**config.mk**
```make
export PLATFORM = sky130hd
export DESIGN_NAME = analog_top
export DESIGN_NICKNAME = d
export VERILOG_FILES = /design/src/hw/analog_pkg.sv /design/src/hw/analog_top.sv /design/src/hw/dac_interleaver.sv /design/src/hw/dac_mixer.sv /design/src/hw/adc_frontend.sv
export SDC_FILE = /design/constraint.sdc
export NUM_CORES = 1
export LEC_CHECK = 0
export ABC_AREA = 1
export CAP_MARGIN = 20
export CORE_UTILIZATION = 52
export DETAILED_ROUTE_END_ITERATION = 10
export DONT_BUFFER_PORTS = 1
export GPL_TIMING_DRIVEN = 0
export PLACE_DENSITY = 0.76
export SYNTH_ARGS = -nofsm -noshare
export SYNTH_HDL_FRONTEND = slang
export SYNTH_SLANG_ARGS = --single-unit
```
**constraint.sdc**
```tcl
create_clock -name adc_clk -period 4.29 [get_ports adc_clk]
set_clock_uncertainty 0.2 [all_clocks]
set_input_delay 0.429 -clock adc_clk [delete_from_list [all_inputs] [get_ports adc_clk]]
set_output_delay 0.429 -clock adc_clk [all_outputs]
set_load 0.02 [all_outputs]
```
**src/hw/analog_pkg.sv**
```systemverilog
package analog_pkg;

  //////////////////////////////////////////////////////////////////////
  // widths
  //////////////////////////////////////////////////////////////////////

  localparam int unsigned SAMPLE_W  = 14;  // processed sample width
  localparam int unsigned ADC_RAW_W = 16;  // ADC pin word, two lsb reserved
  localparam int unsigned CH_N_DEF  = 2;   // board has two channels

  //////////////////////////////////////////////////////////////////////
  // sample types
  //////////////////////////////////////////////////////////////////////

  // two's complement, as used by generator and controller
  typedef logic signed [SAMPLE_W-1:0] sample_t;

  // raw word straight from the ADC pins
  // negative slope offset binary in the upper 14 bits
  typedef logic [ADC_RAW_W-1:0] adc_raw_t;

  // DAC code, negative slope offset binary
  // msb kept, lower bits inverted against sample_t
  typedef logic [SAMPLE_W-1:0] dac_code_t;

  //////////////////////////////////////////////////////////////////////
  // DAC pins
  //////////////////////////////////////////////////////////////////////

  // one interleaved word stream, both channels share dat
  typedef struct packed {
    logic      rst;  // DAC reset, active high
    logic      sel;  // channel select, high for ch 1
    logic      wrt;  // write strobe
    dac_code_t dat;  // data code
  } dac_bus_t;

  // full bus is 17 bits
  // rst on top so a raw dump reads as rst/sel/wrt/dat

endpackage
```
**src/hw/analog_top.sv**
```systemverilog
module analog_top #(
  parameter int unsigned CH_N = analog_pkg::CH_N_DEF  // channel count
)(
  // clock and reset
  input  logic                            adc_clk,         // ADC clock
  input  logic                            top_rst,         // async reset, active high
  // ADC
  input  analog_pkg::adc_raw_t [CH_N-1:0] adc_dat_i,       // ADC pin words
  // generate side
  input  analog_pkg::sample_t  [CH_N-1:0] gen_dat_i,       // generator stream
  input  analog_pkg::sample_t  [CH_N-1:0] ctl_dat_i,       // controller stream
  // configuration
  input  logic                            digital_loop_i,  // DAC -> ADC loopback
  // acquire side
  output analog_pkg::sample_t  [CH_N-1:0] adc_dat_o,       // captured samples
  // DAC
  output analog_pkg::dac_bus_t            dac_o            // DAC pins
);

  import analog_pkg::*;

  //////////////////////////////////////////////////////////////////////
  // local signals
  //////////////////////////////////////////////////////////////////////

  sample_t [CH_N-1:0] acq_dat;  // ADC samples or loopback
  sample_t [CH_N-1:0] dac_sat;  // saturated sums, to DAC and loopback

  //////////////////////////////////////////////////////////////////////
  // ADC input side
  //////////////////////////////////////////////////////////////////////

  adc_frontend #(
    .CH_N           (CH_N)
  ) i_adc_frontend (
    .adc_clk        (adc_clk       ),
    .top_rst        (top_rst       ),
    .adc_dat_i      (adc_dat_i     ),
    .loop_dat_i     (dac_sat       ),  // looped back before DAC coding
    .digital_loop_i (digital_loop_i),
    .acq_dat_o      (acq_dat       )
  );

  assign adc_dat_o = acq_dat;  // stands in for the scope input

  //////////////////////////////////////////////////////////////////////
  // summation and saturation
  //////////////////////////////////////////////////////////////////////

  dac_mixer #(
    .CH_N      (CH_N)
  ) i_dac_mixer (
    .adc_clk   (adc_clk  ),
    .top_rst   (top_rst  ),
    .gen_dat_i (gen_dat_i),
    .ctl_dat_i (ctl_dat_i),
    .sat_dat_o (dac_sat  )
  );

  //////////////////////////////////////////////////////////////////////
  // DAC output side
  //////////////////////////////////////////////////////////////////////

  // the DAC has two channels, only the lowest pair goes out
  dac_interleaver i_dac_interleaver (
    .adc_clk   (adc_clk     ),
    .top_rst   (top_rst     ),
    .sat_dat_i (dac_sat[1:0]),
    .dac_o     (dac_o       )
  );

endmodule

```
**src/hw/dac_interleaver.sv**
```systemverilog
module dac_interleaver (
  input  logic                   adc_clk,    // ADC clock
  input  logic                   top_rst,    // async reset, active high
  input  analog_pkg::sample_t [1:0] sat_dat_i,  // saturated pair, ch 1 and ch 0
  output analog_pkg::dac_bus_t   dac_o       // DAC pins
);

  import analog_pkg::*;

  //////////////////////////////////////////////////////////////////////
  // code conversion
  //////////////////////////////////////////////////////////////////////

  // two's complement -> negative slope offset binary
  // same bit flip as on the ADC side, msb kept
  function automatic dac_code_t to_dac_code(input sample_t smp);
    dac_code_t code;
    code = {smp[SAMPLE_W-1], ~smp[SAMPLE_W-2:0]};
    return code;
  endfunction

  //////////////////////////////////////////////////////////////////////
  // phase and pair hold
  //////////////////////////////////////////////////////////////////////

  logic     phase;  // 0: next edge takes a fresh pair
  sample_t  ch0_q;  // ch 0 waits one cycle behind ch 1
  sample_t  pick;   // sample going out on the next edge
  dac_bus_t bus_q;  // registered pin state

  // half rate toggle, replaces the DDR output stage
  always_ff @(posedge adc_clk, posedge top_rst) begin
    if (top_rst) begin
      phase <= 1'b0;
    end else begin
      phase <= ~phase;
    end
  end

  // latch the pair on a phase 0 edge
  // ch 1 goes out right away, only ch 0 needs holding
  always_ff @(posedge adc_clk, posedge top_rst) begin
    if (top_rst) begin
      ch0_q <= '0;
    end else if (!phase) begin
      ch0_q <= sat_dat_i[0];
    end
  end

  // phase 0 -> ch 1 from the live pair
  // phase 1 -> ch 0 from the hold register
  assign pick = phase ? ch0_q : sat_dat_i[1];

  //////////////////////////////////////////////////////////////////////
  // output register and strobes
  //////////////////////////////////////////////////////////////////////

  // everything on the pins comes straight from flops
  always_ff @(posedge adc_clk, posedge top_rst) begin
    if (top_rst) begin
      bus_q     <= '0;
      bus_q.rst <= 1'b1;  // DAC held in reset
    end else begin
      bus_q.rst <= 1'b0;                // falls on first edge after release
      bus_q.wrt <= 1'b1;                // write every cycle
      bus_q.sel <= ~phase;              // high with ch 1 data
      bus_q.dat <= to_dac_code(pick);
    end
  end

  assign dac_o = bus_q;

  // resulting pin sequence after release
  //   edge 1: rst 0, wrt 1, sel 1, ch 1 of pair n
  //   edge 2: rst 0, wrt 1, sel 0, ch 0 of pair n
  //   edge 3: sel 1, ch 1 of pair n+1 ...
  // mixer input to pins is 2 cycles for ch 1, 3 for ch 0,
  // or one more when the pair misses a phase 0 edge

endmodule

```
**src/hw/dac_mixer.sv**
```systemverilog
module dac_mixer #(
  parameter int unsigned CH_N = analog_pkg::CH_N_DEF  // channel count
)(
  input  logic                           adc_clk,    // ADC clock
  input  logic                           top_rst,    // async reset, active high
  input  analog_pkg::sample_t [CH_N-1:0] gen_dat_i,  // generator samples
  input  analog_pkg::sample_t [CH_N-1:0] ctl_dat_i,  // controller samples
  output analog_pkg::sample_t [CH_N-1:0] sat_dat_o   // saturated sums
);

  import analog_pkg::*;

  localparam int unsigned SUM_W = SAMPLE_W + 1;  // one guard bit

  // limits, for reference
  //   most positive  8191 = 0_1_1111_1111_1111
  //   most negative -8192 = 1_0_0000_0000_0000
  // the clamp value is just the sign bit followed by its inverse

  //////////////////////////////////////////////////////////////////////
  // per channel sum and saturation
  //////////////////////////////////////////////////////////////////////

  for (genvar i = 0; i < CH_N; i++) begin : g_ch

    logic signed [SUM_W-1:0] sum;    // full precision sum
    logic                    ovf;    // sum left the 14 bit range
    sample_t                 sat;    // clamped sum
    sample_t                 sat_q;  // output register

    // sign extended add, never overflows in 15 bits
    assign sum = SUM_W'(gen_dat_i[i]) + SUM_W'(ctl_dat_i[i]);

    // top two bits differ -> result does not fit in 14 bits
    assign ovf = sum[SUM_W-1] ^ sum[SUM_W-2];

    // clamp towards the sign of the true sum
    always_comb begin
      if (ovf) begin
        sat = {sum[SUM_W-1], {(SAMPLE_W-1){~sum[SUM_W-1]}}};  // 8191 or -8192
      end else begin
        sat = sum[SAMPLE_W-1:0];  // drop guard bit, value unchanged
      end
    end

    // register, dac_sat is one cycle behind the inputs
    always_ff @(posedge adc_clk, posedge top_rst) begin
      if (top_rst) begin
        sat_q <= '0;
      end else begin
        sat_q <= sat;
      end
    end

    assign sat_dat_o[i] = sat_q;

  end : g_ch

  // the registered sum feeds both the DAC interleaver and the
  // ADC loopback path, so the loopback sees exactly what the DAC gets

endmodule

```
**src/hw/adc_frontend.sv**
```systemverilog
module adc_frontend #(
  parameter int unsigned CH_N = analog_pkg::CH_N_DEF  // channel count
)(
  input  logic                            adc_clk,         // ADC clock
  input  logic                            top_rst,         // async reset, active high
  input  analog_pkg::adc_raw_t [CH_N-1:0] adc_dat_i,       // ADC pin words
  input  analog_pkg::sample_t  [CH_N-1:0] loop_dat_i,      // saturated DAC samples
  input  logic                            digital_loop_i,  // loopback enable
  output analog_pkg::sample_t  [CH_N-1:0] acq_dat_o        // samples to acquisition
);

  import analog_pkg::*;

  //////////////////////////////////////////////////////////////////////
  // format conversion
  //////////////////////////////////////////////////////////////////////

  // negative slope offset binary -> two's complement
  // sign bit passes, the 13 data bits flip
  // the two lowest pin bits are reserved and never reach the sample
  function automatic sample_t adc_to_sample(input adc_raw_t raw);
    sample_t smp;
    smp = {raw[ADC_RAW_W-1], ~raw[ADC_RAW_W-2:ADC_RAW_W-SAMPLE_W]};
    return smp;
  endfunction

  //////////////////////////////////////////////////////////////////////
  // per channel capture and loopback
  //////////////////////////////////////////////////////////////////////

  for (genvar i = 0; i < CH_N; i++) begin : g_ch

    sample_t adc_q;  // captured, already converted

    // input register
    // conversion sits in front of the flop so the reset value
    // reads as a zero sample, not as mid scale code
    always_ff @(posedge adc_clk, posedge top_rst) begin
      if (top_rst) begin
        adc_q <= '0;
      end else begin
        adc_q <= adc_to_sample(adc_dat_i[i]);  // one cycle capture
      end
    end

    // digital loopback multiplexer
    // combinational on purpose, loop data is already registered
    // in the mixer
    assign acq_dat_o[i] = digital_loop_i ? loop_dat_i[i]  // DAC side
                                         : adc_q;         // ADC side

  end : g_ch

  // note: loop_dat_i is the saturated sum, before the DAC code
  // conversion, so both sources share one number format here

endmodule

```
==> qor.yml <==
min_period_over_period: 0.571
dieArea_sq_um: 9450
core_box_area_sq_um: 8760
master_cell_of_the_clock_root_buffer: "sky130_fd_sc_hd__clkbuf_8"
synth_cell_type_count: 31
clock_tree.htree_level_count: 3
synth-adder-area-share: 0.0828
detailed_place_hpwl_um: 7990
drt-initial-drc-count: 155
synthesis.nets: 668
grt_pass1_wl_um: 16700
synth.ff_latch_count: 87
post_route_cells_drive_above_1_share: 0.125
n_antenna_cell: 0
synthesis.area_per_instance_sq_um: 8.62
report.final.slew_viol_count: 0
kind_of_end_point_of_the_critical_path: "output pin"
initial_utilization: 0.538
antenna_found_initial: 0
critical_path.endpoint: "adc_dat_o[7]"
setup_tns_ns: 0
via_count_of_the_first_global_routing_pass: 3515
place_inst: 656
viasPerCell: 5.05
setup.worst_path.start: "digital_loop_i"
grt_usage: 0.223
clockBufferDepth: 2
synth_compound_gate_area_share: 0.0818
crit_arrival_ns: 1.82
yosys_warnings: 0
timing.final.hold_violations: 0
timing.rr.end: "i_dac_interleaver.dac_o[6]"
area_growth_pct: 14.1
synth-edff-count: 0
cts_made_buffers: 9
grt-ovfl-total: 0
route.detailed.wl_per_inst_um: 14.8
numPortBuffers: 0
io_pins: 136
route.antenna.remaining_nets: 0
worstReg2RegStart: "i_dac_interleaver.phase"
finalWorstSetupSlack_ns: 1.84
ys_async_sr_fraction: 1.00
remaining_routing_drc_violations: 0
timing.slew.headroom: 0.617
post_synth_most_frequent_cells: "sky130_fd_sc_hd__nand2_1, sky130_fd_sc_hd__dfrtp_1, sky130_fd_sc_hd__inv_1"
clkSinkCount: 87
run_status: "completed"
fin_util: 0.614
worst_min_delay_path_class: "input pin to flip-flop"
fp-row-count: 34
critPathLaunchType: "input pin"
syn-instance-count: 547
tritoncts: "built"
netlist_area_sq_um: 4710
design_power_total_mw: 2.28
ys_top_cells_by_area: "sky130_fd_sc_hd__dfrtp_1, sky130_fd_sc_hd__nand2_1, sky130_fd_sc_hd__ha_1, sky130_fd_sc_hd__inv_1, sky130_fd_sc_hd__a21oi_1"
ys.flop_type: "sky130_fd_sc_hd__dfrtp_1"
muxShareOfSynthArea: 0.0311
post_place_worst_slack_ns: 1.89
synthMostInstantiatedCell: "sky130_fd_sc_hd__nand2_1"
vdd_drop_max_uv: 188
worst-r2r-cell-count: 4
slack_of_the_worst_reg_to_reg_path_ns: 2.58
power_per_cell_area_nw_per_um2: 424
yosys.area_share.simple: 0.230
setup_repair_after_global_routing_missed_its_margin: "false"
worst-setup-path-type: "input pin to output pin"
worstSkewPairLatency_ns: 0.36
layout_min_cycle_time_ns: 2.45
die_height_um: 97.2
yosysTopAreaCell: "sky130_fd_sc_hd__dfrtp_1"
grt_max_degree: 68
synth-xor-area-share: 0.0334
cts.repair.resized: 0
cap_violations: 0
seq_area_frac_synth: 0.462
synth_top_cell_area_share: 0.457
tightest_slew_ns: 0.576
route.vias.total: 3537
required_ns: 3.66
cts.reportedPaths.clkPinSlew_ns: 0.10
drt_pre_antenna_iters: 6
static-leakage-power_nw: 2.84
setup_violations: 0
final_cell_count_no_fill: 701
place.gp.congestion: 0.860
combinational_family_with_the_most_area_after_synthesis: "simple AND/OR/NAND/NOR gates"
crit_fanout: 10
die-width_um: 97.2
wirelength_um: 10400
nets: 709
max_clock_freq_ghz: 0.408
## worst min-delay path by stage
stage                                              from                           end  slack, ns  depth (start not counted)
after CTS                                  ctl_dat_i[0]  i_dac_mixer.g_ch[0].sat_q[0]       0.10                          3
after global routing                       ctl_dat_i[0]  i_dac_mixer.g_ch[0].sat_q[0]       0.12                          3
after detailed placement                        top_rst   i_dac_interleaver.dac_o[14]       0.07                          1
after global placement      i_dac_interleaver.ch0_q[10]   i_dac_interleaver.ch0_q[10]       0.25                          2
after floorplan           i_dac_mixer.g_ch[1].sat_q[11]   i_dac_interleaver.dac_o[11]       0.21                          1
final                                      ctl_dat_i[0]  i_dac_mixer.g_ch[0].sat_q[0]       0.11                          3
## routing by layer
metal  GRT usage  share of wire  up-vias
met2       0.372           0.47      131
met4      0.0746          0.017        0
li1            -              -     1791
met3      0.0417          0.065       13
met5           0              0        -
met1       0.294           0.44     1602
## per-stage QoR
step | hold WS (ns) | area, sq um
after global placement | 0.253 | 4850
after global routing | 0.119 | 5380
after floorplan | 0.213 | 4710
after detailed placement | 0.0671 | 4880
final | 0.110 | 5380
after CTS | 0.105 | 5380
## power breakdown
group	leakage [nW]	switching [mW]	internal (mW)	total [mW]
Sequential	0.998	0.114	0.975	1.09
Clock	0.103	0.304	0.281	0.585
Combinational	1.74	0.388	0.214	0.603
Total	2.84	0.806	1.47	2.28
## cell type report
type,instances,area [sq um]
plain buffers,14,83.8
clock buffers,9,124
clock inverters,7,83.8
fillers,749,3390
inverters,75,284
multi-input cells,371,2170
flip-flops and latches,87,2180
well taps,108,135
repair buffers,30,318
## cells by family after synthesis
logic type,count (synthesis)
compound gates,67
xor+xnor,18
simple gates,241
mux,13
flops,87
other cells,2
buf+inv,89
fa+ha+maj,30
## sequential cells by signal, indices dropped and copies added (netlist names)
register	flops
i_dac_interleaver.ch0_q	14
i_dac_interleaver.dac_o	16
i_adc_frontend.g_ch.adc_q	28
i_dac_interleaver.phase	1
i_dac_mixer.g_ch.sat_q	28
## cells in the final DEF (no fill, tap or decap), types with 5 or more instances in the layout
master / count
sky130_fd_sc_hd__a21boi_0: 12
sky130_fd_sc_hd__a21oi_1: 34
sky130_fd_sc_hd__clkbuf_1: 8
sky130_fd_sc_hd__clkbuf_8: 9
sky130_fd_sc_hd__dfrtp_1: 86
sky130_fd_sc_hd__dlygate4sd3_1: 29
sky130_fd_sc_hd__ha_1: 28
sky130_fd_sc_hd__inv_1: 71
sky130_fd_sc_hd__mux2_2: 13
sky130_fd_sc_hd__nand2_1: 142
sky130_fd_sc_hd__nand2_2: 14
sky130_fd_sc_hd__nand3_1: 22
sky130_fd_sc_hd__nand3_2: 6
sky130_fd_sc_hd__nor2_1: 40
sky130_fd_sc_hd__o21ai_0: 14
sky130_fd_sc_hd__o21bai_1: 5
sky130_fd_sc_hd__xor2_1: 14
## critical path, cell delays in order
cell                       delay, ns
sky130_fd_sc_hd__clkbuf_1       0.30
sky130_fd_sc_hd__buf_2          0.34
sky130_fd_sc_hd__clkbuf_1       0.43
sky130_fd_sc_hd__a21oi_1        0.32
## repair_timing
item | CTS | global route
endpoints found under the hold margin | 48 | 0
hold buffers | 29 | 0
buffers inserted | 0 | 0
endpoints found under the setup margin | 0 | 0
(Power assumes the default switching activity.)
